$ cat config.mk
export PLATFORM = sky130hd
export DESIGN_NAME = noc_flit_decoder
export DESIGN_NICKNAME = d
export VERILOG_FILES = /design/src/verilog/noc_switch_pkg.sv /design/src/verilog/noc_flit_decoder.sv
export SDC_FILE = /design/constraint.sdc
export NUM_CORES = 1
export LEC_CHECK = 0
export BUFFER_PORTS_ARGS = -buffer_cell sky130_fd_sc_hd__buf_2
export CAP_MARGIN = 10
export CORE_MARGIN = 3
export CORE_UTILIZATION = 15
export DETAILED_ROUTE_END_ITERATION = 12
export GPL_TIMING_DRIVEN = 0
export PLACE_DENSITY = 0.9
export SLEW_MARGIN = 0
export SYNTH_ARGS = -nofsm -noshare
export SYNTH_HDL_FRONTEND = slang
export SYNTH_SLANG_ARGS = --single-unit
$ cat constraint.sdc
create_clock -name vclk -period 1.37
set_clock_uncertainty 0.2 [all_clocks]
set_input_delay 0.0685 -clock vclk [all_inputs]
set_output_delay 0.0685 -clock vclk [all_outputs]
set_load 0.005 [all_outputs]
$ cat src/verilog/noc_switch_pkg.sv
`default_nettype none

package noc_switch_pkg;

  // ~~~~~~~~~~~~~~~~~~~~~~~~~~~~~~~~~~~~~~~~~~~~~~~~~~~~~~~~~~
  // Router geometry and flit format
  // ~~~~~~~~~~~~~~~~~~~~~~~~~~~~~~~~~~~~~~~~~~~~~~~~~~~~~~~~~~

  // Input ports feeding one output port of the mesh router
  localparam int PORTS = 5;

  localparam int PAYLOAD_WIDTH   = 16;
  localparam int FLIT_TYPE_WIDTH = 2;

  // Flit type sits in the two most significant bits, payload below it
  localparam int FLIT_WIDTH = FLIT_TYPE_WIDTH + PAYLOAD_WIDTH;

  // ~~~~~~~~~~~~~~~~~~~~~~~~~~~~~~~~~~~~~~~~~~~~~~~~~~~~~~~~~~
  // Encodings
  // ~~~~~~~~~~~~~~~~~~~~~~~~~~~~~~~~~~~~~~~~~~~~~~~~~~~~~~~~~~

  // A single-flit packet is its own header and tail
  typedef enum logic [FLIT_TYPE_WIDTH-1:0] {
    FLIT_HEAD   = 2'd0,
    FLIT_BODY   = 2'd1,
    FLIT_TAIL   = 2'd2,
    FLIT_SINGLE = 2'd3
  } flit_type_e;

  typedef enum logic [2:0] {
    PORT_X_PLUS  = 3'd0,
    PORT_X_MINUS = 3'd1,
    PORT_Y_PLUS  = 3'd2,
    PORT_Y_MINUS = 3'd3,
    PORT_LOCAL   = 3'd4
  } port_e;

  typedef enum logic {
    ARB_IDLE   = 1'b0,
    ARB_LOCKED = 1'b1
  } arb_state_e;

endpackage

`default_nettype wire

$ cat src/verilog/noc_flit_decoder.sv
`default_nettype none
`timescale 1ns/10ps

module noc_flit_decoder (
  input  logic [noc_switch_pkg::PORTS-1:0]                                 in_valid,
  input  logic [noc_switch_pkg::PORTS-1:0][noc_switch_pkg::FLIT_WIDTH-1:0] in_flit,
  input  logic [noc_switch_pkg::PORTS-1:0]                                 in_ready,
  output logic [noc_switch_pkg::PORTS-1:0]                                 request,
  output logic [noc_switch_pkg::PORTS-1:0]                                 free
);
  import noc_switch_pkg::*;

  logic [PORTS-1:0] is_header;
  logic [PORTS-1:0] is_tail;

  // ~~~~~~~~~~~~~~~~~~~~~~~~~~~~~~~~~~~~~~~~~~~~~~~~~~~~~~~~~~
  // Flit type decode, one per input port
  // ~~~~~~~~~~~~~~~~~~~~~~~~~~~~~~~~~~~~~~~~~~~~~~~~~~~~~~~~~~
  always_comb begin : decode_type
    flit_type_e ftype;

    for (int p = 0; p < PORTS; p++) begin
      ftype = flit_type_e'(in_flit[p][FLIT_WIDTH-1 -: FLIT_TYPE_WIDTH]);
      is_header[p] = (ftype == FLIT_HEAD) || (ftype == FLIT_SINGLE);
      is_tail[p]   = (ftype == FLIT_TAIL) || (ftype == FLIT_SINGLE);
    end
  end

  // A header only asks for the channel while it is actually offered
  assign request = in_valid & is_header;

  // Release happens on the handshake of the closing flit, not on the offer
  assign free = in_valid & in_ready & is_tail;

endmodule

`default_nettype wire

==> Word-level counts from Yosys, hierarchy flattened <==
Cells that the tools add are included.
{ "totals": {"out_inout_bits": 10, "inputBits": 100, "ff_bits": 0, "word_cells": 28} }
{ "classes": {"n_reduce_logical": 15, "n_eq_ne": 10, "bitwise": 3} }
{ "ops": {"columns": ["op", "count"], "rows": [
  ["2-bit == test (second input constant)", 10],
  ["5-bit AND", 3],
  ["2-bit logical NOT", 5],
  ["1-bit logical OR", 10]
]} }

==> Longest topological paths before layout <==
Gate-level depths: netlist (run 1).
{ "depth": {"depth_word": 3, "mapped_depth": 3, "ltp_nobuf": 3} }

==> Worst setup path before layout (run 1) <==
OpenSTA, ideal clock, no wires.
{ "synth_path": {"kind": "input port to output port", "start": "in in_flit[52] (netlist bit)", "end": "out request[2] (netlist bit)", "setup_slack_ps": 592, "path_stages": 3, "arrival_time_ps": 510, "required_time_ps": 1102, "cell_sequence": "inv_1 -> ha_1 -> and2_1"} }
{ "synth_between": {"elab_chain_cells": 3, "word_cells_on_any_way": 4, "cone_classes": "1 x eq/ne; 1 x bitwise; 2 x reduce/logical"} }
{ "synth_rtl": {"columns": ["item", "line", "rtl"], "rows": [
  ["start: declaration", "noc_flit_decoder.sv:6", "input logic [noc_switch_pkg::PORTS-1:0][noc_switch_pkg::FLIT_WIDTH-1:0] in_flit,"],
  ["2-bit == test / 2-bit logical NOT (equally long branches)", "noc_flit_decoder.sv:24", "is_header[p] = (ftype == FLIT_HEAD) || (ftype == FLIT_SINGLE);"],
  ["1-bit logical OR *", "noc_flit_decoder.sv:24", null],
  ["5-bit AND *", "noc_flit_decoder.sv:30", "assign request = in_valid & is_header;"],
  ["end: declaration", "noc_flit_decoder.sv:8", "output logic [noc_switch_pkg::PORTS-1:0] request,"]
]} }
Every way passes the cells marked *; elsewhere a longest branch is shown, timed or not.

==> Worst setup path in the final report (run 1) <==
{ "layout_path": {"start": "in in_flit[34] (netlist bit)", "end": "out request[1] (netlist bit)"} }
Same word-level chain as after synthesis.

==> results.yml, run 1 <==
global_route:
  grt_max_degree: 3
  overflow: 0
  grt_pass1_wl_um: 1080
  antenna_found_initial: 0
  grt.total_usage: 0.0672
  grt_pass1_vias: 302
sta:
  slew_headroom: 0.959
  worstMarginPinSlew_ps: 61.6
  setup_violations: 0
  rsz0062_at_grt: "no"
  fin_crit_ps: 1000
  setup_slack_ps: 369
  finalHoldViolCount: 0
  fin_crit_sh: 0.731
  slew_violations: 0
  finalSetupTns_ps: 0
  fmax_ghz: 0.999
synth:
  synthCells: 25
  yosysWarnings: 0
  synth_compound_gate_area_share: 0.222
  avgSynthCellArea_sq_um: 9.01
  yosys-mux-area-fraction: 0
  syn_area_sq_um: 225
  synthSimpleGateAreaFrac: 0.139
  ys_seq_area_frac: 0
  synth_fp_nets: 135
  synth_top_family_by_area: "adder cells"
  ys_types: 4
  synthXorXnorAreaFrac: 0
  synth_fa_ha_area_frac: 0.556
drt:
  first_iter_violations: 1
  vias: 296
  first_pass_iters: 2
  viasPerCell: 4.23
  finalWirelength_um: 640
  wire_per_inst_um: 9.14
  drc: 0
  ant_nets: 0
layout:
  drive_gt1_frac: 0.545
  final_nets: 167
  design.seq.count: 0
  clkbuf_count: 0
  seqCellArea_sq_um: 0
  fillCellCount: 149
  area_delta_synth_final_pct: 75.0
  final_area_sq_um: 394
  multi_input_area_sq_um: 206
  insertedDiodeCount: 0
placement:
  post-place-ws_ps: 368
  port_buffers: 30
  dp_hpwl_um: 613
  placed_area_sq_um: 394
  place.gp.congestion: 0.647
critical_path:
  crit_type: "in -> out"
  worstPathRequired_ps: 1100
  worstPathMaxFanout: 2
  cp-end-kind: "primary output"
  start_kind: "input port"
  arrival_ps: 730
floorplanning:
  ios: 110
  core_sq_um: 1350
  start_util: 0.167
  die-width_um: 44.8
  die-area_sq_um: 2000
  dieHeight_um: 44.8
  rows: 13
power:
  peakVddDrop_mv: 0.0598
  power_density_nw_per_um2: 214
  leakage_nw: 0.310
clock_network:
  postCtsSetupBuffers: 0
  hold_buffers: 0
  post_cts_resized: 0
flow_run:
  max_cap_violations: 0
worst_hold_path:
  hold_path.class: "in -> out"
  holdPathStages: 3
run_status:
  status: "completed"
[through the flow]
stage          std cells  power [mW]  utilization  hold slack (ps)
2_1_floorplan         25      0.0305            -             33.3
3_3_place_gp          70      0.0808        0.292              224
3_5_place_dp          70      0.0858        0.292              219
4_1_cts               70      0.0868        0.292              227
5_1_grt               70      0.0999        0.292              249
6_report              70      0.0844        0.292              227
[layout make-up]
class,instances,share of cell area
multi-input cells,20,0.524
repair buffers,30,0.381
inverters,5,0.0476
well taps,15,0.0476
[where the power goes]
group	total [mW]	switching [mW]	internal (mW)
sequential	0	0	0
clock	0	0	0
combinational	0.0844	0.0349	0.0495
[layer usage]
metal	share of wire	global-route usage
met1	0.31	0.0643
met2	0.57	0.152
met3	0.11	0.00797
met4	0	0
met5	0	0
[synth_stat cells]
library cell	n	area share
and2_1	5	0.14
ha_1	10	0.56
o211a_1	5	0.22
inv_1	5	0.083
[critical path, stage by stage]
cell and delay (ps):
buf_2 90, inv_1 40, ha_1 270, and2_1 140
buf_2 120
[logic make-up (layout without fill, tap and decap cells)]
group / Yosys count / count (layout)
AO/OA/AOI/OAI: 5 / 5
adder cells (fa/ha/maj): 10 / 10
buffers and inverters: 5 / 35
AND/OR/NAND/NOR: 5 / 5
[worst paths after layout]
path / startpoint / slack, ps / end
setup / recovery: in_flit[34] / 370 / request[1]
hold / removal: in_valid[3] / 230 / request[3]
[cell usage in the layout (no fill, tap or decap)]
master / count
buf_2: 30
ha_1: 10
inv_1: 5
and2_1: 5
o211a_1: 5
(Power assumes the default switching activity.)
==> run 2: changes to the inputs <==
CORE_UTILIZATION = 14   (was 15)
PLACE_DENSITY = 0.85   (was 0.9)
clock period = 0.95 ns   (was 1.37 ns; I/O delays follow)
==> results.yml, run 2 (same netlist as run 1, synthesis figures left out) <==
layout:
  multi_input_area_sq_um: 264
  area_delta_synth_final_pct: 109
  clkbuf_count: 0
  mostFrequentLayoutCell: "buf_2"
  final_nets: 167
  fillCellCount: 157
  seqCellArea_sq_um: 0
  design.seq.count: 0
  final_cell_mix: "buf_2 (27), o211a_1 (5), and2_1 (4), ha_4 (4), ha_1 (4)"
  drive_gt1_frac: 0.727
  insertedDiodeCount: 0
sta:
  worstMarginPinSlew_ps: 81.3
  holdWs_ps: 189
  slew_violations: 0
  fin_crit_sh: 0.976
  slew_headroom: 0.946
  fin_crit_ps: 927
  rsz0062_at_grt: "no"
  setup_violations: 0
  finalHoldViolCount: 0
  fmax_ghz: 1.08
drt:
  drc: 0
  vias: 296
  finalWirelength_um: 729
  wire_per_inst_um: 10.4
  ant_nets: 0
  viasPerCell: 4.23
  first_iter_violations: 0
  first_pass_iters: 1
placement:
  dp_hpwl_um: 664
  place.gp.congestion: 0.640
  port_buffers: 30
critical_path:
  start_kind: "input port"
  cp-end-kind: "primary output"
  worstPathRequired_ps: 700
  arrival_ps: 680
  crit_type: "in -> out"
  worstPathMaxFanout: 2
floorplanning:
  die-width_um: 46.1
  core_sq_um: 1400
  start_util: 0.161
  ios: 110
  rows: 13
  die-area_sq_um: 2130
  dieHeight_um: 46.1
power:
  p_clk_frac: 0
  combPwrFrac: 1.000
  p_switching_mw: 0.0618
  peakVddDrop_mv: 0.115
  total_power_mw: 0.152
  leakage_nw: 0.312
  p_sw_frac: 0.407
  p_seq_frac: 0
  power_density_nw_per_um2: 322
  internal_power_mw: 0.0899
worst_hold_path:
  hold_path.class: "in -> out"
global_route:
  antenna_found_initial: 0
  grt_max_degree: 3
  grt_pass1_vias: 327
  overflow: 0
  grt.total_usage: 0.0679
  grt_pass1_wl_um: 1120
clock_network:
  postCtsSetupBuffers: 0
  hold_buffers: 0
run_status:
  status: "completed"
flow_run:
  max_cap_violations: 0
run 2: cell counts in the layout (fill, tap and decap cells not counted):
Identical to the previous run, type by type.
run 2: metal layers:
| layer | wire length [um] | up-vias | GRT usage |
|---|---|---|---|
| met5 | 0 | - | 0 |
| met1 | 196 | 134 | 0.0598 |
| met3 | 76 | 0 | 0.00391 |
| met4 | 0 | 0 | 0 |
| met2 | 456 | 16 | 0.162 |
| li1 | - | 146 | - |
run 2: worst max-delay path, cell delays in order:
cell and delay (ps):
buf_2 120, ha_1 170, o211a_1 220, buf_2 120
run 2: timing repair:
action | 4_1_cts | 5_1_grt
setup endpoints to repair | 3 | 8
gates resized for setup | 0 | 13
pin swaps | 4 | 9
run 2: power groups by stage:
stage          Combinational, mW  Clock, mW  Sequential, mW
3_5_place_dp               0.125          0               0
4_1_cts                    0.126          0               0
3_3_place_gp               0.117          0               0
6_report                   0.152          0               0
5_1_grt                    0.176          0               0
2_1_floorplan             0.0440          0               0
run 2: cell type report:
type                            instances  area share
Inverter                                5      0.0399
Tap cell                               15      0.0399
Timing Repair Buffer                   30       0.359
Multi-Input combinational cell         20       0.561
run 2: worst paths after layout:
path	start	endpoint	slack, ps	cells after the start
worst max-delay path	in_flit[53]	free[2]	20	4
worst min-delay path	in_ready[1]	free[1]	190	3
run 2: per-stage QoR:
stage | cell area (sq um) | std cells | setup TNS, ps | setup WS [ps] | utilization
global placement | 394 | 70 | 0 | 1.75 | 0.282
detailed placement | 394 | 70 | -32.9 | -20.3 | 0.282
global route | 470 | 70 | 0 | 4.24 | 0.336
finish | 470 | 70 | 0 | 22.9 | 0.336
CTS | 394 | 70 | 0 | 4.95 | 0.282
floorplan | 225 | 25 | 0 | 214 | -
