--- src/verilog/noc_switch_pkg.sv ---
`default_nettype none

package noc_switch_pkg;

  // ~~~~~~~~~~~~~~~~~~~~~~~~~~~~~~~~~~~~~~~~~~~~~~~~~~~~~~~~~~
  // Router geometry and flit format
  // ~~~~~~~~~~~~~~~~~~~~~~~~~~~~~~~~~~~~~~~~~~~~~~~~~~~~~~~~~~

  // Input ports feeding one output port of the mesh router
  localparam int PORTS = 5;

  localparam int PAYLOAD_WIDTH   = 16;
  localparam int FLIT_TYPE_WIDTH = 2;

  // Flit type sits in the two most significant bits, payload below it
  localparam int FLIT_WIDTH = FLIT_TYPE_WIDTH + PAYLOAD_WIDTH;

  // ~~~~~~~~~~~~~~~~~~~~~~~~~~~~~~~~~~~~~~~~~~~~~~~~~~~~~~~~~~
  // Encodings
  // ~~~~~~~~~~~~~~~~~~~~~~~~~~~~~~~~~~~~~~~~~~~~~~~~~~~~~~~~~~

  // A single-flit packet is its own header and tail
  typedef enum logic [FLIT_TYPE_WIDTH-1:0] {
    FLIT_HEAD   = 2'd0,
    FLIT_BODY   = 2'd1,
    FLIT_TAIL   = 2'd2,
    FLIT_SINGLE = 2'd3
  } flit_type_e;

  typedef enum logic [2:0] {
    PORT_X_PLUS  = 3'd0,
    PORT_X_MINUS = 3'd1,
    PORT_Y_PLUS  = 3'd2,
    PORT_Y_MINUS = 3'd3,
    PORT_LOCAL   = 3'd4
  } port_e;

  typedef enum logic {
    ARB_IDLE   = 1'b0,
    ARB_LOCKED = 1'b1
  } arb_state_e;

endpackage

`default_nettype wire

--- src/verilog/noc_vc_mux_fifo.sv ---
`default_nettype none
`timescale 1ns/10ps

module noc_vc_mux_fifo #(
  parameter int FIFO_DEPTH = 2
) (
  input  logic                                                             clk,
  input  logic                                                             rst_n,
  input  logic [noc_switch_pkg::PORTS-1:0]                                 grant,
  input  logic [noc_switch_pkg::PORTS-1:0]                                 in_valid,
  input  logic [noc_switch_pkg::PORTS-1:0][noc_switch_pkg::FLIT_WIDTH-1:0] in_flit,
  output logic [noc_switch_pkg::PORTS-1:0]                                 in_ready,
  output logic                                                             fifo_valid,
  output logic [noc_switch_pkg::FLIT_WIDTH-1:0]                            fifo_flit,
  input  logic                                                             fifo_pop
);
  import noc_switch_pkg::*;

  localparam int PTR_W = $clog2(FIFO_DEPTH);
  localparam int CNT_W = $clog2(FIFO_DEPTH + 1);

  logic [FLIT_WIDTH-1:0] mem [FIFO_DEPTH];
  logic [PTR_W-1:0]      wr_ptr;
  logic [PTR_W-1:0]      rd_ptr;
  logic [CNT_W-1:0]      count;

  logic                  full;
  logic                  sel_valid;
  logic [FLIT_WIDTH-1:0] sel_flit;
  logic                  push;
  logic                  pop;

  // ~~~~~~~~~~~~~~~~~~~~~~~~~~~~~~~~~~~~~~~~~~~~~~~~~~~~~~~~~~
  // Input select
  // ~~~~~~~~~~~~~~~~~~~~~~~~~~~~~~~~~~~~~~~~~~~~~~~~~~~~~~~~~~
  // Grant is one-hot or zero, so an AND-OR mux is enough
  always_comb begin
    sel_valid = 1'b0;
    sel_flit  = '0;
    for (int p = 0; p < PORTS; p++) begin
      sel_valid = sel_valid | (grant[p] & in_valid[p]);
      sel_flit  = sel_flit | ({FLIT_WIDTH{grant[p]}} & in_flit[p]);
    end
  end

  assign full     = (count == CNT_W'(FIFO_DEPTH));
  assign in_ready = grant & {PORTS{~full}};

  assign push = sel_valid & ~full;
  assign pop  = fifo_pop & fifo_valid;

  // ~~~~~~~~~~~~~~~~~~~~~~~~~~~~~~~~~~~~~~~~~~~~~~~~~~~~~~~~~~
  // Circular buffer
  // ~~~~~~~~~~~~~~~~~~~~~~~~~~~~~~~~~~~~~~~~~~~~~~~~~~~~~~~~~~
  always_ff @(posedge clk) begin
    if (push) begin
      mem[wr_ptr] <= sel_flit;
    end
  end

  always_ff @(posedge clk) begin
    if (!rst_n) begin
      wr_ptr <= '0;
      rd_ptr <= '0;
      count  <= '0;
    end else begin
      if (push) begin
        wr_ptr <= (wr_ptr == PTR_W'(FIFO_DEPTH - 1)) ? '0 : wr_ptr + 1'b1;
      end
      if (pop) begin
        rd_ptr <= (rd_ptr == PTR_W'(FIFO_DEPTH - 1)) ? '0 : rd_ptr + 1'b1;
      end
      case ({push, pop})
        2'b10:   count <= count + 1'b1;
        2'b01:   count <= count - 1'b1;
        default: count <= count;
      endcase
    end
  end

  // Head of the queue is presented from the cycle after the write
  assign fifo_valid = (count != '0);
  assign fifo_flit  = mem[rd_ptr];

endmodule

`default_nettype wire
--- config.mk ---
export PLATFORM = sky130hd
export DESIGN_NAME = noc_vc_mux_fifo
export DESIGN_NICKNAME = d
export VERILOG_FILES = /design/src/verilog/noc_switch_pkg.sv /design/src/verilog/noc_vc_mux_fifo.sv
export SDC_FILE = /design/constraint.sdc
export NUM_CORES = 1
export LEC_CHECK = 0
export BUFFER_PORTS_ARGS = -buffer_cell sky130_fd_sc_hd__buf_2
export CORE_MARGIN = 2
export CORE_UTILIZATION = 38
export DETAILED_ROUTE_END_ITERATION = 8
export PLACE_DENSITY = 0.76
export REMOVE_ABC_BUFFERS = 1
export SLEW_MARGIN = 5
export SYNTH_ARGS = -nofsm -noshare
export SYNTH_HDL_FRONTEND = slang
export SYNTH_SLANG_ARGS = --single-unit
--- constraint.sdc ---
create_clock -name clk -period 1.91 [get_ports clk]
set_input_delay 0.191 -clock clk [delete_from_list [all_inputs] [get_ports clk]]
set_output_delay 0.191 -clock clk [all_outputs]
set_load 0.02 [all_outputs]
Word-level counts from Yosys, hierarchy flattened
Memories as Yosys holds them, arrays and structs flattened. A register that Yosys moved wholly into a read port is not among the register bits. Cells that the tools add are included. Widths: inputs -> output; s select.

Bits in registers: 4. RAM bits: 36. Bits of input ports: 103. Output and inout port bits: 24. Word-level logic and storage cells: 42. Memories kept: 1.

Add/sub/neg operators: 4. Eq/ne operators: 3. Muxes and demuxes: 7. Bitwise operators: 22. Reduce and logical (&&, ||, !) cells: 2.

Memories: mem (depth 2, width 18, read ports 1, clocked after Yosys merged registers in 1, write ports 1, line noc_vc_mux_fifo.sv:22) `logic [FLIT_WIDTH-1:0] mem [FIFO_DEPTH];`.

Operators by type and width (count): $and 18x18->18 (5); $or 18x18->18 (4); $and 1x1->1 (7); $mux 1 (6); $and 5x5->5 (1); $eq 2x2->1 const B (2); $or 1x1->1 (4); $pmux 2 s2 (1); $reduce_bool 2->1 (2); $add 1x1->1 const B (2); $add 2x1->2 const B (1); $eq 2x1->1 const B (1); $sub 2x1->2 const B (1); $not 1->1 (1).

Longest topological paths before layout
Gate-level depths: netlist of run 1.

Word-level depth: 8. Depth in mapped cells: 6. Gate-level depth less buffers: 6.

Worst setup path after synthesis of run 1
Ideal clock, no wire load.

Kind: flip-flop to flip-flop. Start point: register count[0]. End point: memory mem[1][0] (netlist bit), enable pin. Setup time: 0.393 ns. Arrival: 1.564 ns. Required time: 1.517 ns. Setup slack: -0.047 ns. Cell stages (with the launch flop): 4. Buffers on the path: 0. Period minus slack after synthesis: 1.957 ns. Cell sequence: dfxtp_1 and2b_1 a21o_1 nor2_1.

Longest elaborated chain between the ends: 5.

RTL lines: from (decl) (line noc_vc_mux_fifo.sv:25) `logic [CNT_W-1:0] count;`; from (signal assigned) (line noc_vc_mux_fifo.sv:74) `2'b10: count <= count + 1'b1;`; from (signal assigned) (line noc_vc_mux_fifo.sv:75) `2'b01: count <= count - 1'b1;`; from (signal assigned) (line noc_vc_mux_fifo.sv:76) `default: count <= count;`; $eq 2x2->1 (line noc_vc_mux_fifo.sv:46) `assign full = (count == CNT_W'(FIFO_DEPTH));`; $not 1->1 (line noc_vc_mux_fifo.sv:49) `assign push = sel_valid & ~full;`; $and 1x1->1 (line noc_vc_mux_fifo.sv:49); $mux 1 (line noc_vc_mux_fifo.sv:56) `if (push) begin`; $mux 1 (implied by the code) (line noc_vc_mux_fifo.sv:57) `mem[wr_ptr] <= sel_flit;`; to (decl) (line noc_vc_mux_fifo.sv:22).

Every way passes these cells.

Worst setup path after layout of run 1
Start point: input in_valid[2] (netlist bit). End point: register count[1].

Longest elaborated chain between the ends: 7. Elaborated cells on any way between the ends: 9. Classes of those cells: eq/ne: 2; mux: 1; bitwise: 5; reduce/logical: 1.

RTL lines: from (decl) (line noc_vc_mux_fifo.sv:10) `input logic [noc_switch_pkg::PORTS-1:0] in_valid,`; $and 1x1->1 (*) (line noc_vc_mux_fifo.sv:41) `sel_valid = sel_valid | (grant[p] & in_valid[p]);`; $or 1x1->1 (*) (3 in a row) (line noc_vc_mux_fifo.sv:41); $and 1x1->1 (*) (line noc_vc_mux_fifo.sv:49); $eq 2x1->1 or $eq 2x2->1 (tied branches) (line noc_vc_mux_fifo.sv:73) `case ({push, pop})`; $pmux 2 s2 or $reduce_bool 2->1 (tied branches).

Mark *: on every way between the ends. The rest lies on a longest branch, timed or not. A chain may end at the register's enable or synchronous reset.

==> flow_summary.json, run 1 <==
{
  "diodes_inserted": 0,
  "synth-seq-area-share_pct": 58.2,
  "crit_family": "compound AO/OA/AOI/OAI gates",
  "cellInternalPower_mw": 2.10,
  "row_count": 26,
  "stdcell_count": 356,
  "startpoint_type": "input port",
  "fmaxAchievable_mhz": 591,
  "vdd.ir_drop.worst_mv": 0.560,
  "clock_power_share_pct": 15.5,
  "run_status": "completed",
  "num_io_pins": 127,
  "clock_period_minus_worst_slack_ns": 1.69,
  "final.period_utilization_pct": 88.6,
  "cts_inserted_buffers": 5,
  "antenna_found_initial": 0,
  "critical_path.n_buffers_inverters": 1,
  "ys.warnings.count": 0,
  "end_kind": "flip-flop",
  "die-height_um": 77.1,
  "regToRegSetupSlack_ns": 0.25,
  "worst_min_path_class": "in2reg",
  "syn-mean-instance-area_um2": 12.9,
  "drtIter0Drc": 154,
  "syn-instance-count": 157,
  "initial_utilization_pct": 39.5,
  "setup_repair_after_global_routing_missed_its_margin": "false",
  "slew_at_the_pin_closest_to_its_max_slew_limit_ns": 0.564,
  "rr_worst_depth": 5,
  "clock_sinks": 41,
  "die_width_um": 77.1,
  "drive_gt1_share_pct": 57.0,
  "total_switching_power_mw": 1.13,
  "timing.critical_path.slowest_cell_delay_ns": 0.48,
  "critPathKind": "in2reg",
  "clk-insertion-delay-late_ns": 0.28,
  "cts-htree-levels": 2,
  "drcViolationCount": 0,
  "synth.ff_latch_count": 41,
  "post-dp-hpwl_um": 3920,
  "design.core.area_um2": 5140,
  "total_via_count_in_the_routed_design": 1880,
  "clk_pin_slew_worst_paths_ns": 0.07,
  "switching_share_pct": 34.9,
  "p_leak_nw": 1.21,
  "gpl.final_weighted_congestion": 0.774,
  "min_delay_worst_endpoint": "mem[0][14]",
  "finalNetCount": 391,
  "worstPathMaxFanout": 3,
  "detail_routed_via_count_per_cell": 5.28,
  "max-slew-margin-rel_pct": 62.3,
  "hold-path-cell-count": 3,
  "maximum_number_of_pins_on_one_net_before_global_route_repair": 20,
  "overflow": 0,
  "grt_pass1_wl_um": 8540,
  "wl_per_cell_um": 15.5,
  "finalHoldViolCount": 0,
  "critical-path-slowest-cell": "a222oi_1",
  "skew_ns": 0.00666,
  "p_total_mw": 3.22,
  "report.final.slew_viol_count": 0,
  "clock_tree.root_cell": "clkbuf_8",
  "power_frac_comb_pct": 42.7,
  "clk_path_buf_depth": 2,
  "detail-route-antenna-nets": 0,
  "cp.arrival_ns": 1.90,
  "worstReg2RegStart": "count[0]",
  "max-cap-violations": 0,
  "critical_path_required_ns": 2.12,
  "synth_cell_type_count": 27,
  "grt_use_total_pct": 18.6,
  "p_per_cell_area_nw_per_um2": 1130,
  "source_of_the_worst_hold_timing_path": "in_flit[86]",
  "buffer_ports.inserted": 126,
  "r2r-end": "count[1]",
  "crit_chain": "buf_2, a222oi_1, a21o_1, ha_1, or3_1, a21oi_1",
  "cts_tree": "built",
  "first_global_vias": 1818,
  "mappedNetlistArea_um2": 2030,
  "fp.dieArea_um2": 5940,
  "placedCellCount": 350,
  "drt_pass1_iterations": 4,
  "routed_wl_um": 5530,
  "power.sequential.fraction_pct": 41.8,
  "layout-area-overhead-vs-synth_pct": 40.5,
  "setup_viol": 0
}
power by group through the flow:
stage	clock network (mW)	logic, mW	registers (mW)
finish	0.501	1.38	1.35
CTS	0.515	1.38	1.35
floorplan	0	0.802	1.40
global route	0.556	1.48	1.37
global placement	0	1.35	1.36
detailed placement	0	1.37	1.37
how the worst max path moves through the flow:
stage | slack (ns) | end | start | depth (start not counted)
floorplan | -0.05 | mem[1][0] | count[0] | 3
global placement | 0.07 | mem[1][2] | count[0] | 3
detailed placement | 0.02 | count[1] | in_valid[2] | 6
CTS | 0.02 | mem[0][3] | count[0] | 3
global route | 0.12 | count[1] | in_valid[2] | 6
finish | 0.22 | count[1] | in_valid[2] | 6
state kept, by name, summed over array words and instances, names as in the netlist, named ones only:
name and flops:
wr_ptr 1, mem 36, count 2, rd_ptr 1
layout make-up:
type                            instances  area [um^2]
Inverter                                2         7.51
Tap cell                               70         87.6
Sequential cell                        41         1180
Multi-Input combinational cell        102          801
Clock inverter                          1         5.00
Fill cell                             481         2290
Clock buffer                            5         68.8
Timing Repair Buffer                  135          698
stage by stage:
stage               hold slack, ns  setup WS [ns]  setup TNS [ns]  utilization (%)  instance area (um^2)
floorplan                    0.354        -0.0470           -1.69                -                  1970
global placement             0.494         0.0674               0             53.8                  2770
detailed placement           0.508         0.0196               0             53.8                  2770
CTS                          0.214         0.0163               0             55.2                  2840
global route                 0.223          0.120               0             55.4                  2850
finish                       0.223          0.218               0             55.4                  2850
placed cells by master (no fill, tap or decap), drive strengths merged:
cell type	n
a21o	1
a21oi	1
a222oi	19
a22oi	19
and2	5
and2b	1
buf	135
clkbuf	5
clkinv	1
dfxtp	5
edfxtp	36
ha	1
inv	2
mux2	18
nand2	18
nand2b	2
nand3	1
nand4	1
nand4b	1
nor2	5
o21a	1
o21ai	1
o31a	1
or2	1
or3	2
xnor2	2
xor2	1
synthesized netlist by cell type:
master	number	area share [%]
nor2_1	5	0.93
clkbuf_1	2	0.37
o21a_2	1	0.43
nand4_1	1	0.31
a222oi_1	19	9.4
ha_1	1	0.62
buf_1	3	0.56
xnor2_1	2	0.86
mux2_2	18	10
or2_2	1	0.31
a21o_1	1	0.37
inv_1	2	0.37
buf_2	7	1.7
xor2_1	1	0.43
nand2_1	18	3.3
a22oi_1	19	7.0
o21ai_0	1	0.25
dfxtp_1	5	4.9
o31a_1	1	0.43
or3_1	2	0.62
and2b_1	1	0.37
edfxtp_1	36	53
nand3_1	1	0.25
and2_1	5	1.5
nand4b_1	1	0.43
a21oi_1	1	0.25
nand2b_1	2	0.62
metal layers:
layer	up-vias	wire [um]	GRT usage [%]
met1	888	2280	21.7
met5	-	0	0
li1	899	-	-
met2	85	2770	33.2
met4	0	75	6.61
met3	8	409	4.47
worst reg2reg max path, stage by stage, from the launching register on:
cell and delay [ns]:
dfxtp_1 0.32, and2b_1 0.20, a21o_1 0.23, ha_1 0.34, or3_1 0.37, a21oi_1 0.14
kinds of logic (layout without fill, tap and decap cells):
logic type | Yosys count | in the layout | synth area share (%)
buf+inv | 14 | 143 | 3.02
flops | 41 | 41 | 58.2
simple gates | 37 | 37 | 8.70
compound gates | 43 | 43 | 18.1
mux | 18 | 18 | 9.99
fa+ha+maj | 1 | 1 | 0.617
xor+xnor | 3 | 3 | 1.30
what timing repair did:
item	CTS	global route
setup endpoints to repair	0	36
hold buffers	0	0
gates resized for setup	0	2
setup buffers	0	0
(Power assumes the default switching activity.)
==> run 2, diff against run 1 <==
--- a/config.mk
+++ b/config.mk
@@ -6,10 +6,12 @@
 export NUM_CORES = 1
 export LEC_CHECK = 0
 export BUFFER_PORTS_ARGS = -buffer_cell sky130_fd_sc_hd__buf_2
+export CORE_ASPECT_RATIO = 0.6
 export CORE_MARGIN = 2
 export CORE_UTILIZATION = 38
+export CTS_CLUSTER_SIZE = 12
 export DETAILED_ROUTE_END_ITERATION = 8
-export PLACE_DENSITY = 0.76
+export PLACE_DENSITY_LB_ADDON = 0.3
 export REMOVE_ABC_BUFFERS = 1
 export SLEW_MARGIN = 5
 export SYNTH_ARGS = -nofsm -noshare
==> flow_summary.json, run 2 (synthesis results as in run 1) <==
{
  "run_status": "completed",
  "p_leak_nw": 1.24,
  "groute.layer.met1.usage_pct": 26.1,
  "worst_min_path_class": "in2reg",
  "p_total_mw": 3.58,
  "max-slew-margin-rel_pct": 67.8,
  "clock_sinks": 41,
  "clk_pin_slew_worst_paths_ns": 0.08,
  "timing.critical_path.slowest_cell_delay_ns": 0.45,
  "gpl.final_weighted_congestion": 0.728,
  "multiInputGateArea_um2": 791,
  "worstPathMaxFanout": 7,
  "first_global_vias": 1771,
  "critical_path_required_ns": 2.13,
  "cts_tree": "built",
  "drtIter0Drc": 129,
  "wl_per_cell_um": 16.0,
  "num_io_pins": 127,
  "post_cts_resized": 0,
  "worst_slack_ns": 0.151,
  "finalHoldViolCount": 0,
  "registers.top_by_ff_count": "mem",
  "grt_use_total_pct": 19.4,
  "overflow": 0,
  "critPathKind": "reg2reg",
  "critical_path.n_buffers_inverters": 0,
  "cts-htree-levels": 2,
  "mostFrequentLayoutCell": "buf_2",
  "report.final.slew_viol_count": 0,
  "fmaxAchievable_mhz": 568,
  "post-cts-setup-buffers": 0,
  "cp.arrival_ns": 1.98,
  "cts_inserted_buffers": 5,
  "routed_wl_um": 5680,
  "die-height_um": 60.6,
  "post-dp-hpwl_um": 4240,
  "ff_latch_area_um2": 1180,
  "number_of_hold_repair_buffers_added_at_the_cts_stage": 0,
  "end_kind": "flip-flop",
  "design.core.area_um2": 5100,
  "clock_tree.root_cell": "clkbuf_8",
  "maximum_number_of_pins_on_one_net_before_global_route_repair": 20,
  "pre_cts_ws_ns": 0.0702,
  "drcViolationCount": 0,
  "power_frac_comb_pct": 38.9,
  "max-cap-violations": 0,
  "diodes_inserted": 0,
  "placement.cell_area_um2": 2790,
  "initial_utilization_pct": 39.7,
  "groute.layer.met2.usage_pct": 32.0,
  "antenna_found_initial": 0,
  "drt_pass1_iterations": 5,
  "crit_chain": "and2b_1, a21o_1, ha_1, or3_1, a21oi_1",
  "buffer_ports.inserted": 126,
  "cellInternalPower_mw": 2.41,
  "count_of_fill_cells_added_during_filler_insertion": 456,
  "die_width_um": 98.3,
  "row_count": 20,
  "finalNetCount": 393,
  "clock_period_minus_worst_slack_ns": 1.76,
  "p_per_cell_area_nw_per_um2": 1220,
  "final.period_utilization_pct": 92.1,
  "startpoint_type": "flip-flop",
  "total_switching_power_mw": 1.17,
  "layout-area-overhead-vs-synth_pct": 44.0,
  "switching_share_pct": 32.6,
  "layout.core_utilization_pct": 57.2,
  "fp.dieArea_um2": 5960,
  "regToRegSetupSlack_ns": 0.15,
  "finalInstanceArea_um2": 2920,
  "crit_family": "simple AND/OR/NAND/NOR gates",
  "max_reg_flops": 36,
  "setup_total_negative_slack_ns": 0,
  "total_via_count_in_the_routed_design": 1893,
  "detail-route-antenna-nets": 0,
  "most-common-layout-cells": "126 x buf_2, 36 x edfxtp_1, 19 x a22oi_1, 19 x a222oi_1",
  "power.sequential.fraction_pct": 38.7,
  "detail_routed_via_count_per_cell": 5.32,
  "clock_power_share_pct": 22.4,
  "skew_ns": 0.00602,
  "grt-busiest-layer": "met2",
  "slew_at_the_pin_closest_to_its_max_slew_limit_ns": 0.483,
  "grt_pass1_wl_um": 8700,
  "vdd.ir_drop.worst_mv": 0.517,
  "top_regs": "mem (36), count (2)",
  "critical-path-slowest-cell": "dfxtp_1",
  "setup_viol": 0,
  "setup_repair_after_global_routing_missed_its_margin": "false",
  "groute.layer.met3.usage_pct": 5.65,
  "drive_gt1_share_pct": 57.6,
  "clk_path_buf_depth": 2,
  "clk-insertion-delay-late_ns": 0.29
}
[run 2: cell count changes in the layout (fill, tap and decap cells not counted)]
cell,previous run,this run
buf_12,0,1
buf_4,9,10
bufinv_16,0,2
nor2_4,2,0
nor2_2,0,2
[run 2: layout make-up]
class / count / share of cell area [%]
Inverter: 2 / 0.257
Tap cell: 66 / 2.83
Clock buffer: 5 / 2.36
Sequential cell: 41 / 40.4
Timing Repair Buffer: 137 / 24.8
Clock inverter: 3 / 2.23
Multi-Input combinational cell: 102 / 27.1
[run 2: worst paths after layout]
check / start / end / cells after the start
hold reg to reg: rd_ptr / flip-flop / 2
setup reg to reg: count[0] / count[1] / 5
setup / recovery: count[0] / count[1] / 5
hold / removal: in_flit[76] / mem[1][4] / 3
[run 2: per-layer routing]
| metal | up-vias | share of wire (%) |
|---|---|---|
| met2 | 106 | 44 |
| met3 | 8 | 12 |
| li1 | 904 | - |
| met5 | - | 0 |
| met1 | 875 | 43 |
| met4 | 0 | 0.90 |
[run 2: through the flow]
| step | hold slack [ns] | cells |
|---|---|---|
| 4_1_cts | 0.198 | 356 |
| 6_report | 0.207 | 356 |
| 3_3_place_gp | 0.495 | 348 |
| 5_1_grt | 0.216 | 356 |
| 3_5_place_dp | 0.502 | 348 |
| 2_1_floorplan | 0.354 | 145 |
[run 2: worst register-to-register path, cell delays in order, from the launching register on]
cell     delay [ns]
dfxtp_1        0.45
and2b_1        0.24
a21o_1         0.18
ha_1           0.32
or3_1          0.37
a21oi_1        0.14
[run 2: power groups by stage]
stage | sequential (mW) | combinational (mW) | clock, mW
final | 1.38 | 1.39 | 0.802
after CTS | 1.38 | 1.41 | 0.824
after global routing | 1.41 | 1.51 | 0.850
after detailed placement | 1.41 | 1.41 | 0
after global placement | 1.40 | 1.38 | 0
after floorplan | 1.40 | 0.802 | 0
==> run 3, diff against run 2 <==
--- a/config.mk
+++ b/config.mk
@@ -8,7 +8,8 @@
 export BUFFER_PORTS_ARGS = -buffer_cell sky130_fd_sc_hd__buf_2
 export CORE_ASPECT_RATIO = 0.6
 export CORE_MARGIN = 2
-export CORE_UTILIZATION = 38
+export CORE_UTILIZATION = 40
+export CTS_BUF_LIST = sky130_fd_sc_hd__clkbuf_2
 export CTS_CLUSTER_SIZE = 12
 export DETAILED_ROUTE_END_ITERATION = 8
 export PLACE_DENSITY_LB_ADDON = 0.3
==> flow_summary.json, run 3 (synthesis results as in run 1) <==
{
  "startpoint_type": "flip-flop",
  "power_frac_comb_pct": 45.5,
  "clock_power_share_pct": 11.3,
  "drcViolationCount": 0,
  "critical-path-slowest-cell": "dfxtp_1",
  "skew_ns": 0.0166,
  "maximum_number_of_pins_on_one_net_before_global_route_repair": 20,
  "setup_viol": 0,
  "critical_path.n_buffers_inverters": 2,
  "drtIter0Drc": 172,
  "fmaxAchievable_mhz": 605,
  "clock_sinks": 41,
  "total_switching_power_mw": 1.13,
  "run_status": "completed",
  "hold-worst-slack_ns": 0.121,
  "p_total_mw": 3.12,
  "vdd.ir_drop.worst_mv": 0.422,
  "detail-route-antenna-nets": 0,
  "setup_repair_after_global_routing_missed_its_margin": "false",
  "clk_pin_slew_worst_paths_ns": 0.19,
  "grt_pass1_wl_um": 8360,
  "registers.top_by_ff_count": "mem",
  "worstReg2RegStart": "count[1]",
  "power.sequential.fraction_pct": 43.2,
  "worst_min_path_class": "in2reg",
  "post-cts-setup-buffers": 0,
  "row_count": 20,
  "finalNetCount": 395,
  "mostFrequentLayoutCell": "buf_2",
  "worstPathMaxFanout": 11,
  "cp.arrival_ns": 1.46,
  "max_reg_flops": 36,
  "grt_use_total_pct": 20.4,
  "finalHoldViolCount": 0,
  "critPathKind": "reg2out",
  "buffer_ports.inserted": 126,
  "clk-insertion-delay-late_ns": 0.36,
  "cts_inserted_buffers": 5,
  "p_leak_nw": 1.22,
  "post_cts_resized": 0,
  "gpl.final_weighted_congestion": 0.806,
  "number_of_hold_repair_buffers_added_at_the_cts_stage": 0,
  "report.final.slew_viol_count": 0,
  "crit_chain": "buf_4, mux2_2, buf_2",
  "end_kind": "primary output",
  "switching_share_pct": 36.2,
  "clock_tree.root_cell": "clkbuf_2",
  "layout-area-overhead-vs-synth_pct": 39.7,
  "layout.core_utilization_pct": 56.9,
  "cellInternalPower_mw": 1.99,
  "cts_tree": "built",
  "die-height_um": 59.2,
  "fp.dieArea_um2": 5670,
  "timing.critical_path.slowest_cell_delay_ns": 0.37,
  "initial_utilization_pct": 40.7,
  "post-dp-hpwl_um": 4220,
  "stdcell_count": 359,
  "first_global_vias": 1746,
  "wl_per_cell_um": 16.1,
  "max-cap-violations": 0,
  "critical_path_required_ns": 1.72,
  "overflow": 0,
  "top_regs": "mem (36), count (2)",
  "crit_family": "flip-flops",
  "total_via_count_in_the_routed_design": 1911,
  "die_width_um": 95.9,
  "clk_path_buf_depth": 2,
  "drt_pass1_iterations": 6,
  "most-common-layout-cells": "126 x buf_2, 36 x edfxtp_1, 19 x a22oi_1, 19 x a222oi_1",
  "max-slew-margin-rel_pct": 73.0,
  "final.period_utilization_pct": 86.5,
  "p_per_cell_area_nw_per_um2": 1100,
  "clock_period_minus_worst_slack_ns": 1.65,
  "slew_at_the_pin_closest_to_its_max_slew_limit_ns": 0.405,
  "placedCellCount": 350,
  "drive_gt1_share_pct": 57.9,
  "design.core.area_um2": 4980,
  "num_io_pins": 127,
  "routed_wl_um": 5770,
  "source_of_the_worst_hold_timing_path": "rst_n",
  "antenna_found_initial": 3,
  "cts-htree-levels": 2,
  "detail_routed_via_count_per_cell": 5.32
}
[run 3: tightest hold or removal path: stages]
cell and delay (ns):
buf_2 0.12, nand4_1 0.08, nand3_1 0.07
[run 3: path summary, 6_finish.rpt]
kind | to | slack (ns) | depth (start not counted)
setup / recovery | fifo_flit[16] | 0.26 | 3
hold / removal | wr_ptr | 0.12 | 3
setup reg to reg | count[1] | 0.27 | 5
hold reg to reg | flip-flop | 0.52 | 2
[run 3: per-stage QoR]
step | area (um^2) | setup TNS, ns | worst slack (ns)
after floorplan | 1970 | -1.69 | -0.0470
after global routing | 2830 | 0 | 0.117
after detailed placement | 2790 | 0 | 0.128
final | 2830 | 0 | 0.258
after CTS | 2830 | 0 | 0.223
after global placement | 2790 | 0 | 0.179
[run 3: final cells by class]
cell class | count | area, um^2
Multi-Input combinational cell | 102 | 791
Fill cell | 452 | 2150
Inverter | 2 | 7.51
Sequential cell | 41 | 1180
Tap cell | 66 | 82.6
Clock inverter | 1 | 5.00
Antenna cell | 1 | 2.50
Clock buffer | 7 | 35.0
Timing Repair Buffer | 139 | 728
[run 3: metal layers]
layer	part of all wire, %	track usage, %
met1	42	25.0
met2	44	34.5
met3	11	7.25
met4	1.2	5.51
met5	0.36	0
[run 3: power groups by stage]
stage / Combinational [mW] / Clock (mW) / Sequential [mW]
6_report: 1.42 / 0.351 / 1.35
5_1_grt: 1.54 / 0.399 / 1.37
4_1_cts: 1.44 / 0.368 / 1.35
3_5_place_dp: 1.43 / 0 / 1.37
3_3_place_gp: 1.40 / 0 / 1.36
2_1_floorplan: 0.802 / 0 / 1.40
